### config.mk
export PLATFORM = sky130hd
export DESIGN_NAME = mcu_bridge_top
export DESIGN_NICKNAME = d
export VERILOG_FILES = /design/src/mcu_cmd_pkg.sv /design/src/mcu_mem_pkg.sv /design/src/frame_rx.sv /design/src/cmd_exec.sv /design/src/frame_tx.sv /design/src/mcu_bridge_top.sv
export SDC_FILE = /design/constraint.sdc
export NUM_CORES = 1
export LEC_CHECK = 0
export ABC_AREA = 1
export ABC_CLOCK_PERIOD_IN_PS = 3850
export BUFFER_PORTS_ARGS = -buffer_cell sky130_fd_sc_hd__buf_2
export CORE_UTILIZATION = 50
export CTS_CLUSTER_SIZE = 24
export DETAILED_ROUTE_END_ITERATION = 7
export PLACE_DENSITY = 0.72
export SLEW_MARGIN = 40
export SYNTH_ARGS = -nofsm -noshare
export SYNTH_HDL_FRONTEND = slang
export SYNTH_SLANG_ARGS = --single-unit
### constraint.sdc
create_clock -name sys_clk -period 3.85 [get_ports sys_clk]
set_input_delay 0.1925 -clock sys_clk [delete_from_list [all_inputs] [get_ports sys_clk]]
set_output_delay 0.1925 -clock sys_clk [all_outputs]
set_load 0.02 [all_outputs]
### src/mcu_cmd_pkg.sv
package mcu_cmd_pkg;

  // host command codes, one byte each
  typedef logic [7:0] cmd_t;

  localparam cmd_t CMD_SET_DATA0 = 8'h10; // data byte 0, low half of write word
  localparam cmd_t CMD_SET_DATA1 = 8'h11; // data byte 1, high half
  localparam cmd_t CMD_SET_ADDR0 = 8'h12; // address bits 7:0
  localparam cmd_t CMD_SET_ADDR1 = 8'h13; // address bits 15:8
  localparam cmd_t CMD_SET_ADDR2 = 8'h14; // address bits 23:16
  localparam cmd_t CMD_VGA_640   = 8'h21; // 640x480
  localparam cmd_t CMD_VGA_1024  = 8'h22; // 1024x768
  localparam cmd_t CMD_VGA_OFF   = 8'h23; // blank display
  localparam cmd_t CMD_VGA_ON    = 8'h24; // unblank display
  localparam cmd_t CMD_MEM_WRITE = 8'hA0; // one word write
  localparam cmd_t CMD_MEM_READ  = 8'hA1; // one word read, answered on int1

  // frame from host: command byte then data byte
  typedef struct packed {
    cmd_t       cmd;
    logic [7:0] dat;
  } cmd_frame_t;

  // frame back to host, data0 goes out first
  typedef struct packed {
    logic [7:0] data1;
    logic [7:0] data0;
  } resp_frame_t;

  // payload bits per frame, both directions
  localparam int FRAME_BITS = 16;

  // int1 steps: start bit, payload, closing zero
  localparam int RESP_STEPS = FRAME_BITS + 2;

endpackage

### src/mcu_mem_pkg.sv
package mcu_mem_pkg;

  localparam int MEM_ADDR_W = 24; // three address bytes
  localparam int MEM_DATA_W = 16; // one word

  typedef logic [MEM_ADDR_W-1:0] mem_addr_t;
  typedef logic [MEM_DATA_W-1:0] mem_data_t;

  // request to the external memory port
  // a read answers with mem_rsp_valid / mem_rsp_data
  typedef struct packed {
    logic      we;    // 1 write, 0 read
    mem_addr_t addr;
    mem_data_t wdata; // ignored on reads
  } mem_req_t;

endpackage

### src/frame_rx.sv
module frame_rx #(
  parameter int SYNC_STAGES = 2
) (
  input  logic                    sys_clk,
  input  logic                    sys_rst_n,
  input  logic                    host_strobe,
  input  logic                    host_int0,
  output mcu_cmd_pkg::cmd_frame_t frame,
  output logic                    frame_valid,
  input  logic                    frame_ready,
  output logic                    host_tick
);
  import mcu_cmd_pkg::*;

  localparam int CNT_W = $clog2(FRAME_BITS + 1);

  logic [SYNC_STAGES-1:0][1:0] sync_q;  // {strobe, int0} per stage
  logic                        strobe_s;
  logic                        int0_s;
  logic                        strobe_q; // last synced strobe, edge detect
  logic [CNT_W-1:0]            bit_cnt;  // 0 waits for start bit
  logic [FRAME_BITS-1:0]       shift_q;

  // both pins through the same depth so int0 lines up with its strobe
  always_ff @(posedge sys_clk or negedge sys_rst_n) begin
    if (!sys_rst_n) begin
      sync_q   <= '0;
      strobe_q <= 1'b0;
    end else begin
      sync_q   <= {sync_q[SYNC_STAGES-2:0], {host_strobe, host_int0}};
      strobe_q <= strobe_s;
    end
  end

  assign strobe_s  = sync_q[SYNC_STAGES-1][1];
  assign int0_s    = sync_q[SYNC_STAGES-1][0];
  assign host_tick = strobe_s & ~strobe_q; // rising strobe, one cycle

  always_ff @(posedge sys_clk or negedge sys_rst_n) begin
    if (!sys_rst_n) begin
      bit_cnt     <= '0;
      frame_valid <= 1'b0;
    end else begin
      if (frame_valid && frame_ready) begin
        frame_valid <= 1'b0;
      end
      if (host_tick) begin
        if (bit_cnt == '0) begin
          // start bit only counts once the last frame is gone
          if (int0_s && !frame_valid) begin
            bit_cnt <= CNT_W'(1);
          end
        end else if (bit_cnt == CNT_W'(FRAME_BITS)) begin
          bit_cnt     <= '0; // bit 16 in, frame complete
          frame_valid <= 1'b1;
        end else begin
          bit_cnt <= bit_cnt + 1'b1;
        end
      end
    end
  end

  // lsb first, so shift right; the first bit ends in bit 0
  always_ff @(posedge sys_clk) begin
    if (host_tick && bit_cnt != '0) begin
      shift_q <= {int0_s, shift_q[FRAME_BITS-1:1]};
    end
  end

  // command came first, so it sits in the low byte
  assign frame.cmd = shift_q[7:0];
  assign frame.dat = shift_q[15:8];

endmodule

### src/cmd_exec.sv
module cmd_exec (
  input  logic                                 sys_clk,
  input  logic                                 sys_rst_n,
  input  mcu_cmd_pkg::cmd_frame_t              frame,
  input  logic                                 frame_valid,
  output logic                                 frame_ready,
  output mcu_mem_pkg::mem_req_t                mem_req,
  output logic                                 mem_req_valid,
  input  logic                                 mem_req_ready,
  input  logic                                 mem_rsp_valid,
  input  logic [mcu_mem_pkg::MEM_DATA_W-1:0]   mem_rsp_data,
  output mcu_cmd_pkg::resp_frame_t             resp,
  output logic                                 resp_valid,
  input  logic                                 resp_ready,
  output logic                                 vga_mode,
  output logic                                 vga_block,
  output logic                                 busy
);
  import mcu_cmd_pkg::*;
  import mcu_mem_pkg::*;

  typedef enum logic [2:0] {
    S_IDLE, // ready for a frame
    S_EXEC, // one cycle, applies register and display commands
    S_REQ,  // memory request out, waiting for ready
    S_WAIT, // read issued, waiting for the word
    S_RESP  // word held for frame_tx
  } state_t;

  state_t            state;
  cmd_frame_t        cur_q;   // command being executed
  logic [7:0]        data0_q;
  logic [7:0]        data1_q;
  logic [7:0]        addr0_q;
  logic [7:0]        addr1_q;
  logic [7:0]        addr2_q;
  logic [MEM_ADDR_W-1:0] addr_cat;
  logic [MEM_DATA_W-1:0] wdata_cat;
  logic              accept;
  logic              is_mem;

  assign busy        = (state != S_IDLE);
  assign frame_ready = ~busy;             // single command in flight
  assign accept      = frame_valid & frame_ready;
  assign is_mem      = (frame.cmd == CMD_MEM_WRITE) || (frame.cmd == CMD_MEM_READ);

  assign addr_cat  = {addr2_q, addr1_q, addr0_q}; // byte 2 is the top
  assign wdata_cat = {data1_q, data0_q};

  always_ff @(posedge sys_clk or negedge sys_rst_n) begin
    if (!sys_rst_n) begin
      state         <= S_IDLE;
      mem_req_valid <= 1'b0;
      resp_valid    <= 1'b0;
      data0_q       <= '0;
      data1_q       <= '0;
      addr0_q       <= '0;
      addr1_q       <= '0;
      addr2_q       <= '0;
      vga_mode      <= 1'b1; // 1024x768
      vga_block     <= 1'b1; // display blanked
    end else begin
      case (state)
        S_IDLE: begin
          if (accept) begin
            if (is_mem) begin
              mem_req_valid <= 1'b1; // request goes out next cycle
              state         <= S_REQ;
            end else begin
              state <= S_EXEC;
            end
          end
        end
        S_EXEC: begin
          case (cur_q.cmd)
            CMD_SET_DATA0: data0_q   <= cur_q.dat;
            CMD_SET_DATA1: data1_q   <= cur_q.dat;
            CMD_SET_ADDR0: addr0_q   <= cur_q.dat;
            CMD_SET_ADDR1: addr1_q   <= cur_q.dat;
            CMD_SET_ADDR2: addr2_q   <= cur_q.dat;
            CMD_VGA_640:   vga_mode  <= 1'b0;
            CMD_VGA_1024:  vga_mode  <= 1'b1;
            CMD_VGA_OFF:   vga_block <= 1'b1;
            CMD_VGA_ON:    vga_block <= 1'b0;
            default: ;     // finished writes and unknown codes just retire
          endcase
          state <= S_IDLE;
        end
        S_REQ: begin
          if (mem_req_ready) begin
            mem_req_valid <= 1'b0;
            // write is done here, retire through S_EXEC
            state <= mem_req.we ? S_EXEC : S_WAIT;
          end
        end
        S_WAIT: begin
          if (mem_rsp_valid) begin
            resp_valid <= 1'b1;
            state      <= S_RESP;
          end
        end
        S_RESP: begin
          if (resp_ready) begin // frame_tx took it
            resp_valid <= 1'b0;
            state      <= S_IDLE;
          end
        end
        default: state <= S_IDLE;
      endcase
    end
  end

  // payload, loaded once and held through the handshakes
  always_ff @(posedge sys_clk) begin
    if (accept) begin
      cur_q         <= frame;
      mem_req.we    <= (frame.cmd == CMD_MEM_WRITE);
      mem_req.addr  <= addr_cat;
      mem_req.wdata <= wdata_cat;
    end
    if (state == S_WAIT && mem_rsp_valid) begin
      resp.data1 <= mem_rsp_data[15:8];
      resp.data0 <= mem_rsp_data[7:0];
    end
  end

endmodule

### src/frame_tx.sv
module frame_tx (
  input  logic                     sys_clk,
  input  logic                     sys_rst_n,
  input  logic                     host_tick,
  input  mcu_cmd_pkg::resp_frame_t resp,
  input  logic                     resp_valid,
  output logic                     resp_ready,
  output logic                     host_int1
);
  import mcu_cmd_pkg::*;

  localparam int STEP_W = $clog2(RESP_STEPS + 1);

  logic [STEP_W-1:0]     step_q; // 0 idle, else the step due at the next tick
  logic [FRAME_BITS-1:0] bits_q; // bit 0 goes out next
  logic                  take;

  assign resp_ready = (step_q == '0);
  assign take       = resp_valid & resp_ready;

  always_ff @(posedge sys_clk or negedge sys_rst_n) begin
    if (!sys_rst_n) begin
      step_q    <= '0;
      host_int1 <= 1'b0;
    end else begin
      if (take) begin
        step_q <= STEP_W'(1); // armed, start bit at next tick
      end else if (host_tick && step_q != '0) begin
        if (step_q == STEP_W'(1)) begin
          host_int1 <= 1'b1;              // start bit
        end else if (step_q == STEP_W'(RESP_STEPS)) begin
          host_int1 <= 1'b0;              // closing zero
        end else begin
          host_int1 <= bits_q[0];
        end
        if (step_q == STEP_W'(RESP_STEPS)) begin
          step_q <= '0;                   // back to idle
        end else begin
          step_q <= step_q + 1'b1;
        end
      end
    end
  end

  // data0 lsb first, then data1
  always_ff @(posedge sys_clk) begin
    if (take) begin
      bits_q <= {resp.data1, resp.data0};
    end else if (host_tick && step_q > STEP_W'(1) && step_q < STEP_W'(RESP_STEPS)) begin
      bits_q <= bits_q >> 1;
    end
  end

endmodule

### src/mcu_bridge_top.sv
module mcu_bridge_top #(
  parameter int SYNC_STAGES = 2
) (
  input  logic                               sys_clk,
  input  logic                               sys_rst_n,
  input  logic                               host_strobe,
  input  logic                               host_int0,
  output logic                               host_int1,
  output mcu_mem_pkg::mem_req_t              mem_req,
  output logic                               mem_req_valid,
  input  logic                               mem_req_ready,
  input  logic                               mem_rsp_valid,
  input  logic [mcu_mem_pkg::MEM_DATA_W-1:0] mem_rsp_data,
  output logic                               vga_mode,
  output logic                               vga_block,
  output logic                               busy
);
  import mcu_cmd_pkg::*;

  cmd_frame_t  frame;
  logic        frame_valid;
  logic        frame_ready;
  logic        host_tick;    // shared by both directions
  resp_frame_t resp;
  logic        resp_valid;
  logic        resp_ready;

  // int0 in, frames out
  frame_rx #(
    .SYNC_STAGES (SYNC_STAGES)
  ) u_rx (
    .sys_clk     (sys_clk),
    .sys_rst_n   (sys_rst_n),
    .host_strobe (host_strobe),
    .host_int0   (host_int0),
    .frame       (frame),
    .frame_valid (frame_valid),
    .frame_ready (frame_ready),
    .host_tick   (host_tick)
  );

  cmd_exec u_exec (
    .sys_clk       (sys_clk),
    .sys_rst_n     (sys_rst_n),
    .frame         (frame),
    .frame_valid   (frame_valid),
    .frame_ready   (frame_ready),
    .mem_req       (mem_req),
    .mem_req_valid (mem_req_valid),
    .mem_req_ready (mem_req_ready),
    .mem_rsp_valid (mem_rsp_valid),
    .mem_rsp_data  (mem_rsp_data),
    .resp          (resp),
    .resp_valid    (resp_valid),
    .resp_ready    (resp_ready),
    .vga_mode      (vga_mode),
    .vga_block     (vga_block),
    .busy          (busy)
  );

  // read data back out on int1
  frame_tx u_tx (
    .sys_clk    (sys_clk),
    .sys_rst_n  (sys_rst_n),
    .host_tick  (host_tick),
    .resp       (resp),
    .resp_valid (resp_valid),
    .resp_ready (resp_ready),
    .host_int1  (host_int1)
  );

endmodule

=== Yosys cells after proc, flatten, opt, wreduce, memory -nomap -nowiden ===
Index checks and enable logic that the tools add are counted.

* Input bits: 22
* Output and inout port bits: 46
* Word-level logic and storage cells: 123
* Register bits after elaboration: 169

* Bitwise gates (word level): 6
* Eq/ne operators: 24
* Mux-type cells: 30
* Reductions and logical operators: 33
* $lt $le $gt $ge: 2
* Add/subtract/negate cells: 2

{| class="wikitable"
|+ Operators by type and width
! operator !! number
|-
| $eq 8x5->1 const B || 5
|-
| $eq 8x6->1 const B || 4
|-
| $mux 16 || 2
|-
| $mux 5 || 6
|-
| $reduce_and 2->1 || 9
|-
| $eq 8x8->1 const B || 2
|-
| $mux 3 || 4
|-
| $pmux 3 s4 || 1
|-
| $reduce_bool 2->1 || 6
|-
| $mux 1 || 11
|-
| $add 5x1->5 const B || 2
|-
| $eq 5x5->1 const B || 2
|-
| $logic_not 5->1 || 2
|-
| $reduce_bool 5->1 || 2
|-
| $pmux 1 s2 || 4
|-
| $reduce_and 4->1 || 2
|-
| $logic_and 1x1->1 || 7
|-
| $eq 3x2->1 const B || 2
|-
| $ne 2x1->1 const B || 3
|-
| $ne 2x2->1 const B || 3
|-
| $eq 5x1->1 const B || 1
|-
| $gt 5x1->1 const B || 1
|-
| $lt 5x5->1 const B || 1
|-
| $mux 2 || 2
|-
| other kinds (9) || 13
|}

=== Depth between registers and ports, before layout ===
Gate-level depths: netlist (run 1).

* Depth in word-level cells: 7
* Depth in mapped cells: 10
* Mapped depth without buffers: 10

=== By module ===
Synthesis (run 1) repeated with hierarchy kept, for this count alone.

* Cells, all modules: 517
* Area total of the unflattened synthesis: 6470.0 µm²

{| class="wikitable"
|+ By module, submodules not included
! module !! area an instance (µm²) !! times used !! cells an instance !! seq. area each (µm²)
|-
| cmd_exec || 4236.6 || 1 || 298 || 3370.7
|-
| frame_tx || 1191.1 || 1 || 140 || 630.6
|-
| frame_rx || 1042.2 || 1 || 79 || 755.7
|}

=== Least setup slack after synthesis (run 1) ===
Ideal clock, no wire load.

* Path type: reg-to-reg
* From: reg u_exec.state[0]
* To: reg u_exec.cur_q[0] in the netlist's numbering (enable)
* Data arrival time: 3.376 ns
* Setup slack: 0.002 ns
* Stages on the path, launching flop included: 6
* Period minus slack after synthesis: 3.848 ns
* Buffers on the path: 0
* Data required time: 3.378 ns
* Library setup time: 0.472 ns
* Cell sequence: dfrtp_1 > nor2_1 > inv_1 > nor2_1 > inv_1 > nor2_1

* Longest elaborated chain between the ends: 3

{| class="wikitable"
|+ RTL lines
! element !! line !! RTL
|-
| from (decl) || cmd_exec.sv:30 || <nowiki>state_t state;</nowiki>
|-
| from (signal assigned) || cmd_exec.sv:93 || <nowiki>state <= mem_req.we ? S_EXEC : S_WAIT;</nowiki>
|-
| $reduce_bool 3->1 || cmd_exec.sv:42 || <nowiki>assign busy = (state != S_IDLE);</nowiki>
|-
| via busy || mcu_bridge_top.sv:16 || <nowiki>output logic busy</nowiki>
|-
| $not 1->1 || cmd_exec.sv:43 || <nowiki>assign frame_ready = ~busy;</nowiki>
|-
| $and 1x1->1 || cmd_exec.sv:44 || <nowiki>assign accept = frame_valid & frame_ready;</nowiki>
|-
| via u_exec.accept || cmd_exec.sv:39 || <nowiki>logic accept;</nowiki>
|-
| to (signal assigned) || cmd_exec.sv:116 || <nowiki>cur_q <= frame;</nowiki>
|-
| to (decl) || cmd_exec.sv:31 || <nowiki>cmd_frame_t cur_q;</nowiki>
|}

The timed path passes the listed nets, and every way through them passes these cells.
A chain may end at the register's enable or synchronous reset.

=== Worst setup path in the final report (run 1) ===
* From: reg u_tx.step_q[1]
* To: reg u_tx.bits_q[6] (enable)

* Longest elaborated chain between the ends: 4
* Elaborated cells between the ends (all ways): 7
* Classes of those cells: order compare (2); bitwise (1); reduce/logical (4)

{| class="wikitable"
|+ RTL lines
! element !! line !! RTL
|-
| from (decl) || frame_tx.sv:14 || <nowiki>logic [STEP_W-1:0] step_q;</nowiki>
|-
| from (signal assigned) || frame_tx.sv:39 || <nowiki>step_q <= step_q + 1'b1;</nowiki>
|-
| $gt 5x1->1 || frame_tx.sv:49 || <nowiki>end else if (host_tick && step_q > STEP_W'(1) && step_q < STEP_W'(RESP_STEPS)) begin</nowiki>
|-
| $logic_and 1x1->1 (2 in series) || frame_tx.sv:49 ||
|-
| $reduce_bool 2->1 (no source line) * || - ||
|-
| to (signal assigned) || frame_tx.sv:48 || <nowiki>bits_q <= {resp.data1, resp.data0};</nowiki>
|-
| to (signal assigned) || frame_tx.sv:50 || <nowiki>bits_q <= bits_q >> 1;</nowiki>
|-
| to (decl) || frame_tx.sv:15 || <nowiki>logic [FRAME_BITS-1:0] bits_q;</nowiki>
|}

Every way passes the cells marked *; elsewhere a longest branch is shown, timed or not.

==> key figures, run 1 <==
Global route
  • Global-route usage over all layers: 0.175
  • Initial antenna violation count: 0
  • Largest net degree at the start of global routing: 41
  • Most Used Layer, Global Route: met2
  • M2 GR Usage: 0.298
  • First-pass GRT wire length: 17,100 µm
  • Met3 Usage GRT: 0.0519
  • GR Util met1: 0.214
  • Remaining global-route overflow: 0
  • Vias in the first global route: 3,683

Timing
  • Fmax: 390 MHz
  • Final Cycle Share: 0.667
  • Worst Clk Skew: 8.96 ps
  • Fin Setup TNS: 0 ps
  • Final hold violations: 0
  • Final setup violation count: 0
  • Slew @ Worst Pin: a little under 700 ps
  • Slew margin rel.: 0.547
  • Crit path time final: 2570 ps
  • Fin. max-slew vios: 0
  • RSZ-0062 raised after global routing: no

Clock network
  • CTS Buf Count: 17
  • Worst-Skew Late Latency: 420 ps
  • Clk slew on worst S/H paths: 60 ps
  • CTS tree: yes
  • TritonCTS Sinks: 169
  • CTS max path bufs: 2
  • H-tree Lvls: 4
  • Clk root buf: clkbuf_16

Die
  • Core Box Area: 12,200 µm²
  • Die Width: 114 µm
  • Standard-cell rows: 40
  • Starting Density: 0.519
  • Die area: 13,100 µm²
  • Die span in y: 114 µm
  • Number of top-level pins: just under 70

Worst setup path
  • Critical path's largest stage delay: between 700 and 800 ps
  • Ordered list of cells on the worst path: inv_1 > ha_1 > inv_1 > nor2_1 > nand3_1 > nand2_1
  • CP Launch Type: register
  • Worst path most repeated cell: inv_1
  • Worst Path Required: 3900 ps
  • CP endpoint kind: register
  • Setup Crit Path Kind: register to register
  • Arrival time at the worst endpoint: approximately 2600 ps
  • Max stage delay cell, worst path: nand2_1
  • Crit-path max FO: 20

Synthesis
  • Syn Area/Cell: ~13 µm²
  • Synth warn: 0
  • Post-synthesis cell type count: 27
  • Sequential share of the synthesized area: 0.754
  • Syn_nets: 516
  • Yosys reg bits: 169
  • Post-Synthesis Cells: just under 500
  • Mapped cell area: 6310 µm²

Finish
  • Layout cells sized above 1: 0.221
  • Final nets: 617
  • Final Non-Filler Cells: 770
  • Ant. Diodes: 0
  • Commonest non-fill, non-tap cell in the layout: nand2_1
  • FILL cells: between 900 and 1,000
  • P&R area growth vs syn: 20.0%
  • Commonest cells after routing, fill and taps aside: 133 x nand2_1, 105 x edfxtp_1, 66 x buf_2, 62 x dfrtp_1, 41 x inv_1

Power
  • Psw: about 990 µW
  • Logic pwr share: 0.089
  • Seq pwr share: 0.535
  • Part of the power in the clock network: 0.376
  • Leakage: 3.11 nW
  • Switching Fraction: 0.247
  • Int Pwr: 3.02 mW
  • Pwr Density: 529 nW/µm²
  • Worst VDD drop: 0.410 mV

Drt
  • DRT Wirelength: 10,600 µm
  • DRT Pass-1 Iters: 4
  • DRC: 0
  • DR WL/cell: between 10 and 15 µm
  • Final antenna-violating net count: 0
  • Via Count: 3,776
  • Starting DRT DRC Count: between 150 and 200
  • Avg Vias per Cell: 4.90

Flow run
  • Number of max-cap violations: 0

Place
  • DP Wirelength: 7180 µm
  • PortBufs: 67
  • Dpl cells: 718
  • Routability cong.: 0.803

Worst hold path
  • Hold Path Class: primary input to register

Status
  • Status: finished, final reports clean
==> per-stage QoR <==
stage          setup slack, ps  cell area [µm²]  hold slack [ps]  total power [mW]  utilization
2_1_floorplan             2.31             6310             -103              2.40            -
3_3_place_gp              1480             6820              303              2.49        0.561
3_5_place_dp              1300             6830              215              2.52        0.561
4_1_cts                   1290             7540             66.2              4.03        0.620
5_1_grt                   1120             7570             93.1              4.18        0.623
6_report                  1280             7570             75.8              4.01        0.623
==> cell type report <==
type / count / area [µm²] / share of cell area
clock buffer: 19 / 433 / 0.0572
clock inverter: 13 / 93.8 / 0.0124
inverter: 44 / 165 / 0.0218
multi-input combinational: 267 / 1340 / 0.177
sequential: 169 / 4760 / 0.628
tap: 168 / 210 / 0.0278
timing repair buffer: 90 / 578 / 0.0763
==> logic make-up after synthesis <==
family | share of synthesized area
flops | 0.754
simple gates | 0.141
buf+inv | 0.0365
fa+ha+maj | 0.0119
compound gates | 0.0480
xor+xnor | 0.00833
==> path summary, 6_finish.rpt <==
| check | cells after the start | from | end | slack [ps] |
|---|---|---|---|---|
| hold / removal | 4 | mem_req_ready | u_exec.mem_req_valid$_DFFE_PN0P_ | 80 |
| hold reg to reg | 0 | u_rx.sync_q[0]$_DFF_PN0_ | u_rx.int0_s$_DFF_PN0_ | 360 |
| max in group asynchronous | 3 | sys_rst_n | u_exec.addr1_q[1]$_DFFE_PN0P_ | 2830 |
| setup / recovery | 6 | u_tx.step_q[1]$_DFFE_PN0P_ | u_tx.bits_q[6]$_DFFE_PP_ | 1280 |
| min in group asynchronous | 2 | sys_rst_n | u_rx.strobe_s$_DFF_PN0_ | 290 |
| setup reg to reg | 6 | u_tx.step_q[1]$_DFFE_PN0P_ | u_tx.bits_q[6]$_DFFE_PP_ | 1280 |
==> synth_stat cells, drive strengths merged <==
library cell  count  area share
xnor2             1      0.0014
o21ai            45       0.043
nand3            36       0.034
dfrtp            62        0.25
dfstp             2      0.0083
inv              44       0.026
a21oi             3      0.0024
buf               8       0.010
nor3              5      0.0073
nand2           134       0.080
nor2             27       0.017
ha                6       0.012
xor2              5      0.0069
edfxtp          105        0.50
o22ai             1     0.00099
a21boi            1      0.0012
nand4             3      0.0030
==> power by group through the flow <==
| stage | Clock, mW | Combinational, mW | Sequential (mW) |
|---|---|---|---|
| global route | 1.61 | 0.411 | 2.15 |
| CTS | 1.53 | 0.358 | 2.14 |
| global placement | 0 | 0.318 | 2.17 |
| detailed placement | 0 | 0.341 | 2.18 |
| floorplan | 0 | 0.231 | 2.17 |
| finish | 1.51 | 0.358 | 2.14 |
==> flip-flops by register name, summed over array words and instances (netlist names), 5 cells and up <==
name / flops
u_exec.mem_req: 41
u_exec.cur_q: 16
u_exec.resp: 16
u_rx.shift_q: 16
u_tx.bits_q: 16
u_exec.addr0_q: 8
u_exec.addr1_q: 8
u_exec.addr2_q: 8
u_exec.data0_q: 8
u_exec.data1_q: 8
u_rx.bit_cnt: 5
u_tx.step_q: 5
==> metal layers <==
metal  routed length [µm]  up-vias
met5                    0        -
met4                  119        0
met3                  469       10
met2                 5350      105
met1                 4650     1809
li1                     -     1852
==> critical path, delay by kind of cell (launching register included) <==
family | cells | cell delay [ps]
flops | 1 | 430
fa+ha+maj | 1 | 170
simple gates | 3 | 1400
buf+inv | 2 | 200
==> what timing repair did <==
action	in CTS	in global routing
hold buffers	19	0
buffers inserted	0	0
resized for setup	0	0
hold endpoints to repair	55	0
Note: power is estimated with default switching activity, not from simulation.
==> run 2: changes to the inputs <==
ABC_CLOCK_PERIOD_IN_PS = 2600   (was 3850)
PLACE_DENSITY = 0.7   (was 0.72)
clock period = 2.6 ns   (was 3.85 ns; I/O delays follow)
==> run 2 against run 1 <==
Clock power rose by 80%; cell count rose by 0.26%; worst setup slack got worse by 670 ps; maximum frequency rose by 29%; sequential share of layout area fell by 0.99 points; die area did not move; first-iteration DRC count rose by 67%; core utilization rose by 1.0 points; flip-flop and latch count did not move; register-to-register slack got worse by 670 ps; critical path depth rose by 3; hold slack got worse by 42 ps.
==> key figures, run 2 (same netlist as run 1, synthesis figures left out) <==
Timing
  • Fin. max-slew vios: 0 (unchanged)
  • Final setup violation count: 0 (unchanged)
  • Slew @ Worst Pin: 643 ps (-33.8 ps)
  • Final hold violations: 0 (unchanged)
  • Worst Clk Skew: 7.64 ps (-1.32 ps)
  • Crit path time final: 1990 ps (-580 ps)
  • RSZ-0062 raised after global routing: no
  • Fmax: 503 MHz (+29%)
  • Slew margin rel.: 0.570 (+0.0228)
  • Fin Setup TNS: 0 ps (unchanged)
  • Final Cycle Share: 0.764 (+0.0974)

Die
  • Core Box Area: 12,200 µm² (unchanged)
  • Number of top-level pins: 68 (unchanged)
  • Die span in y: 114 µm (unchanged)
  • Die Width: 114 µm (unchanged)
  • Die area: 13,100 µm² (unchanged)
  • Starting Density: 0.519 (unchanged)
  • Standard-cell rows: 40 (unchanged)

Global route
  • Vias in the first global route: 3,570 (-3.1%)
  • Initial antenna violation count: 0 (unchanged)
  • Remaining global-route overflow: 0 (unchanged)
  • Global-route usage over all layers: 0.182 (+0.00794)
  • First-pass GRT wire length: 17,500 µm (+2.3%)
  • Largest net degree at the start of global routing: 65 (+59%)

Finish
  • Max reg flops: 41 (unchanged)
  • Top reg by flops: u_exec.mem_req
  • Final nets: 619 (+0.32%)
  • P&R area growth vs syn: 22.0%
  • Commonest non-fill, non-tap cell in the layout: nand2_1
  • Layout cells sized above 1: 0.220 (-0.000732)
  • Commonest cells after routing, fill and taps aside: 133 x nand2_1, 105 x edfxtp_1, 67 x buf_2, 62 x dfrtp_1, 41 x inv_1
  • Fin util: 0.633 (+0.00998)
  • Ant. Diodes: 0 (unchanged)

Drt
  • M1 WL: 4950 µm (+6.5%)
  • DR WL/cell: 14.1 µm (+2.4%)
  • Met3 WL: 479 µm (+2.1%)
  • Starting DRT DRC Count: 322 (+67%)
  • Avg Vias per Cell: 4.81 (-1.9%)
  • Metal2 WL: 5240 µm (-2.1%)
  • DRT Wirelength: 10,900 µm (+2.7%)
  • Final antenna-violating net count: 0 (unchanged)
  • Highest routed layer: met4
  • DRT Pass-1 Iters: 4 (unchanged)
  • Via Count: 3,714 (-1.6%)
  • DRC: 0 (unchanged)

Clock network
  • H-tree Lvls: 4 (unchanged)
  • TritonCTS Sinks: 169 (unchanged)
  • Clk root buf: clkbuf_16
  • CTS max path bufs: 2 (unchanged)
  • Worst-Skew Late Latency: 430 ps (about the same)
  • CTS tree: yes
  • Clk slew on worst S/H paths: 60 ps (about the same)
  • CTS Buf Count: 17 (unchanged)

Worst setup path
  • Reg2Reg Setup Slack: 610 ps (-670 ps)
  • CP Launch Type: register
  • Crit-path max FO: 19 (-5.0%)
  • CP endpoint kind: register
  • Ordered list of cells on the worst path: inv_1 > ha_1 > inv_1 > nor2_1 > nand3_1 > buf_4 > inv_1 > nand2_1 > nand2_1
  • Setup Crit Path Kind: register to register
  • Arrival time at the worst endpoint: 2280 ps (-340 ps)
  • Critical path's largest stage delay: 420 ps (-330 ps)
  • R2R Path Start: u_tx.step_q[1]$_DFFE_PN0P_
  • Max stage delay cell, worst path: dfrtp_1
  • Worst path most repeated cell: inv_1
  • Worst Path Required: 2890 ps (-1010 ps)
  • RR Endpoint: u_tx.bits_q[7]$_DFFE_PP_
  • Worst Reg-to-Reg Cells: 9 (+3)

Status
  • Status: finished, final reports clean

Flow run
  • Number of max-cap violations: 0 (unchanged)

Worst hold path
  • HP Start: mem_rsp_valid
  • Hold Path End: u_exec.resp_valid$_DFFE_PN0P_
  • Hold Path Class: primary input to register
  • Min-Delay Path Depth: 3 (-1)

Place
  • Routability cong.: 0.826 (+2.9%)
  • DP Wirelength: 6870 µm (-4.2%)
  • PortBufs: 67 (unchanged)

Power
  • Leakage: 3.17 nW (+2.0%)
  • Pwr Density: 834 nW/µm² (+58%)
  • Worst VDD drop: 0.700 mV (+71%)
run 2: what timing repair did:
| action | CTS | global route |
|---|---|---|
| gates resized for setup | 0 | 0 |
| hold endpoints to repair | 81 | 0 |
| hold buffers | 20 | 0 |
| buffers inserted | 0 | 0 |
run 2: worst max path at each step:
stage,from,to,slack (ps),cells past startpoint
6_report,u_tx.step_q[1]$_DFFE_PN0P_,u_tx.bits_q[7]$_DFFE_PP_,610,9
3_3_place_gp,u_tx.step_q[1]$_DFFE_PN0P_,u_tx.bits_q[8]$_DFFE_PP_,770,9
5_1_grt,u_tx.step_q[1]$_DFFE_PN0P_,u_tx.bits_q[7]$_DFFE_PP_,420,9
3_5_place_dp,u_tx.step_q[1]$_DFFE_PN0P_,u_tx.bits_q[7]$_DFFE_PP_,660,9
4_1_cts,u_tx.step_q[1]$_DFFE_PN0P_,u_tx.bits_q[7]$_DFFE_PP_,620,9
2_1_floorplan,u_exec.state[0]$_DFFE_PN0P_,u_exec.cur_q[0]$_DFFE_PP_,340,5
run 2: cell type report:
type / count / area [µm²]
clock buffer: 19 / 454
clock inverter: 13 / 190
fill: 927 / 4470
inverter: 44 / 165
multi-input combinational: 267 / 1330
sequential: 169 / 4760
tap: 168 / 210
timing repair buffer: 92 / 589
run 2: critical path: cells and delay by family (launching register included):
| kind | cells | cell delay, ps |
|---|---|---|
| adder cells (fa/ha/maj) | 1 | 170 |
| flip-flops | 1 | 420 |
| buffers and inverters | 4 | 800 |
| AND/OR/NAND/NOR | 4 | 460 |
run 2: per-layer routing:
layer / up-vias / track usage
met4: 0 / 0.0805
met5: - / 0
met1: 1747 / 0.234
met3: 14 / 0.0566
met2: 94 / 0.288
li1: 1859 / -
run 2: power by group:
part / internal (mW) / switching, mW / total [mW]
Combinational: 0.186 / 0.336 / 0.522
Clock: 1.68 / 1.04 / 2.72
Sequential: 3.06 / 0.122 / 3.18
run 2: through the flow:
step,setup slack [ps],hold slack [ps],cell area (µm²),power (mW),cells
finish,613,33.5,7700,6.42,772
CTS,616,12.2,7690,6.46,772
floorplan,337,-166,6320,3.55,488
detailed placement,660,239,6850,3.72,720
global placement,768,240,6850,3.69,720
global route,421,53.2,7700,6.67,772
==> run 3: changes to the inputs <==
ABC_CLOCK_PERIOD_IN_PS = 2000   (was 2600)
clock period = 2 ns   (was 2.6 ns; I/O delays follow)
==> run 3 against run 2 <==
Via count rose by 0.86%; core utilization is 0.093 points higher; non-clock buffer count is 3 higher; global-route usage fell by 0.36 points; clock skew down 2.6 ps; critical endpoint is now u_tx.bits_q[6]$_DFFE_PP_; largest power group unchanged.
==> key figures, run 3 (same netlist as run 1, synthesis figures left out) <==
Die
  • Die span in y: 114 µm (unchanged)
  • Die area: 13,100 µm² (unchanged)
  • Core Box Area: 12,200 µm² (unchanged)
  • Die Width: 114 µm (unchanged)
  • Standard-cell rows: 40 (unchanged)
  • Number of top-level pins: 68 (unchanged)
  • Starting Density: 0.519 (unchanged)

Worst setup path
  • Max stage delay cell, worst path: dfrtp_1
  • Setup Crit Path Kind: register to register
  • Arrival time at the worst endpoint: 2050 ps (-230 ps)
  • Crit path buf inv count: 3 (-1)
  • Ordered list of cells on the worst path: inv_1 > ha_1 > inv_1 > nor2_1 > nand3_1 > inv_1 > nand2_1 > nand2_1
  • Crit-path max FO: 16 (-3)
  • R2R Path Start: u_tx.step_q[0]$_DFFE_PN0P_
  • Worst path most repeated cell: inv_1
  • Critical path's largest stage delay: 440 ps (+20 ps)
  • CP top delay family: buffers and inverters
  • Worst Reg-to-Reg Cells: 8 (-1)
  • RR Endpoint: u_tx.bits_q[6]$_DFFE_PP_
  • CP endpoint kind: register
  • Reg2Reg Setup Slack: 240 ps (-380 ps)
  • CP Launch Type: register
  • Worst Path Required: 2290 ps (-600 ps)

Clock network
  • CTS Buf Count: 17 (unchanged)
  • CTS Hold Buffers Added: 20 (unchanged)
  • CTS tree: yes
  • Clk slew on worst S/H paths: 60 ps (about the same)
  • Setup bufs post-CTS: 0 (unchanged)
  • Clk root buf: clkbuf_16
  • Worst-Skew Late Latency: 420 ps (about the same)
  • CTS max path bufs: 2 (unchanged)
  • H-tree Lvls: 4 (unchanged)
  • Resize count post-CTS: 0 (unchanged)
  • TritonCTS Sinks: 169 (unchanged)

Power
  • Pwr Density: 1070 nW/µm² (+28%)
  • Leakage: 3.18 nW (+0.42%)
  • Psw: 1.86 mW (+24%)
  • Switching Fraction: 0.226 (-0.00714)
  • Int Pwr: 6.35 mW (+29%)
  • Part of the power in the clock network: 0.412 (-0.011)
  • Worst VDD drop: 0.785 mV (+12%)
  • Logic pwr share: 0.085 (+0.004)
  • Seq pwr share: 0.503 (+0.007)

Place
  • Routability cong.: 0.763 (-7.6%)
  • PortBufs: 67 (unchanged)
  • DP Wirelength: 6850 µm (-0.37%)
  • Area of placed instances: 6890 µm² (+0.58%)

Worst hold path
  • Hold Path Class: primary input to register
  • Min-Delay Path Depth: 3 (unchanged)
  • HP Start: mem_rsp_valid
  • Hold Path End: u_exec.resp_valid$_DFFE_PN0P_

Drt
  • Starting DRT DRC Count: 289 (-10%)
  • DRC: 0 (unchanged)
  • DRT Pass-1 Iters: 5 (+1)
  • Met3 WL: 479 µm (unchanged)
  • Highest routed layer: met4
  • Via Count: 3,746 (+0.86%)
  • Final antenna-violating net count: 0 (unchanged)
  • Avg Vias per Cell: 4.83 (+0.47%)
  • M1 WL: 4730 µm (-4.5%)
  • DRT Wirelength: 10,600 µm (-2.9%)
  • DR WL/cell: 13.6 µm (-3.3%)
  • Metal2 WL: 5260 µm (+0.36%)

Finish
  • Max reg flops: 41 (unchanged)
  • Final nets: 622 (+0.48%)
  • Ant. Diodes: 0 (unchanged)
  • Layout cells sized above 1: 0.227 (+0.00715)
  • Commonest cells after routing, fill and taps aside: 133 x nand2_1, 105 x edfxtp_1, 67 x buf_2, 62 x dfrtp_1, 40 x inv_1
  • Commonest non-fill, non-tap cell in the layout: nand2_1
  • P&R area growth vs syn: 22.1%
  • Top reg by flops: u_exec.mem_req
  • Post-route cell area: 7710 µm² (+0.15%)

Timing
  • Hold WS: 27.0 ps (-6.45 ps)
  • Slew @ Worst Pin: 542 ps (-101 ps)
  • Fin Setup TNS: 0 ps (unchanged)
  • Fmax: 567 MHz (+13%)
  • Slew margin rel.: 0.639 (+0.0684)
  • Worst Clk Skew: 5.07 ps (-2.56 ps)
  • RSZ-0062 raised after global routing: no
  • Crit path time final: 1760 ps (-222 ps)
  • Final Cycle Share: 0.882 (+0.118)
  • Fin. max-slew vios: 0 (unchanged)
  • Final setup violation count: 0 (unchanged)
  • Final hold violations: 0 (unchanged)

Global route
  • First-pass GRT wire length: 17,300 µm (-1.2%)
  • Remaining global-route overflow: 0 (unchanged)
  • Largest net degree at the start of global routing: 58 (-11%)
  • Global-route usage over all layers: 0.179 (-0.00355)
  • Initial antenna violation count: 0 (unchanged)
  • Vias in the first global route: 3,586 (+0.45%)

Flow run
  • Number of max-cap violations: 0 (unchanged)

Status
  • Status: finished, final reports clean
-- run 3: worst max path at each step --
stage / endpoint / cells after the start / slack [ps] / from
2_1_floorplan: u_exec.cur_q[0]$_DFFE_PP_ / 5 / -150 / u_exec.state[0]$_DFFE_PN0P_
4_1_cts: u_tx.bits_q[6]$_DFFE_PP_ / 8 / 220 / u_tx.step_q[0]$_DFFE_PN0P_
3_3_place_gp: u_tx.bits_q[8]$_DFFE_PP_ / 8 / 360 / u_tx.step_q[0]$_DFFE_PN0P_
6_report: u_tx.bits_q[6]$_DFFE_PP_ / 8 / 240 / u_tx.step_q[0]$_DFFE_PN0P_
5_1_grt: u_tx.bits_q[6]$_DFFE_PP_ / 8 / 50 / u_tx.step_q[0]$_DFFE_PN0P_
3_5_place_dp: u_tx.bits_q[9]$_DFFE_PP_ / 8 / 280 / u_tx.step_q[1]$_DFFE_PN0P_
-- run 3: final cells by class --
type	instances	area, µm²
Timing Repair Buffer	95	621
Tap cell	168	210
Sequential cell	169	4760
Multi-Input combinational cell	267	1340
Inverter	44	165
Clock inverter	12	173
Clock buffer	20	447
Fill cell	914	4450
-- run 3: metrics by stage --
step	power [mW]	utilization	std cells	worst slack [ps]
after floorplan	4.61	-	488	-147
after global placement	4.81	0.566	723	365
after detailed placement	4.85	0.566	723	279
after CTS	8.25	0.634	775	215
after global routing	8.55	0.634	775	51.6
final	8.21	0.634	775	235
-- run 3: worst register-to-register path, stage by stage, from the launching register on --
cell and delay [ps]:
dfrtp_1 440, inv_1 130, ha_1 150, inv_1 40, nor2_1 120, nand3_1 160, inv_1 390, nand2_1 130
nand2_1 90
-- run 3: power groups by stage --
stage               clock network [mW]  logic (mW)  registers, mW
finish                            3.38       0.702           4.13
global route                      3.58       0.816           4.15
CTS                               3.43       0.700           4.13
detailed placement                   0       0.664           4.19
global placement                     0       0.629           4.18
floorplan                            0       0.447           4.17
-- run 3: routing by layer --
| layer | vias up | GRT usage |
|---|---|---|
| met1 | 1780 | 0.225 |
| met3 | 11 | 0.0545 |
| met5 | - | 0 |
| met2 | 95 | 0.295 |
| met4 | 0 | 0.0649 |
| li1 | 1860 | - |
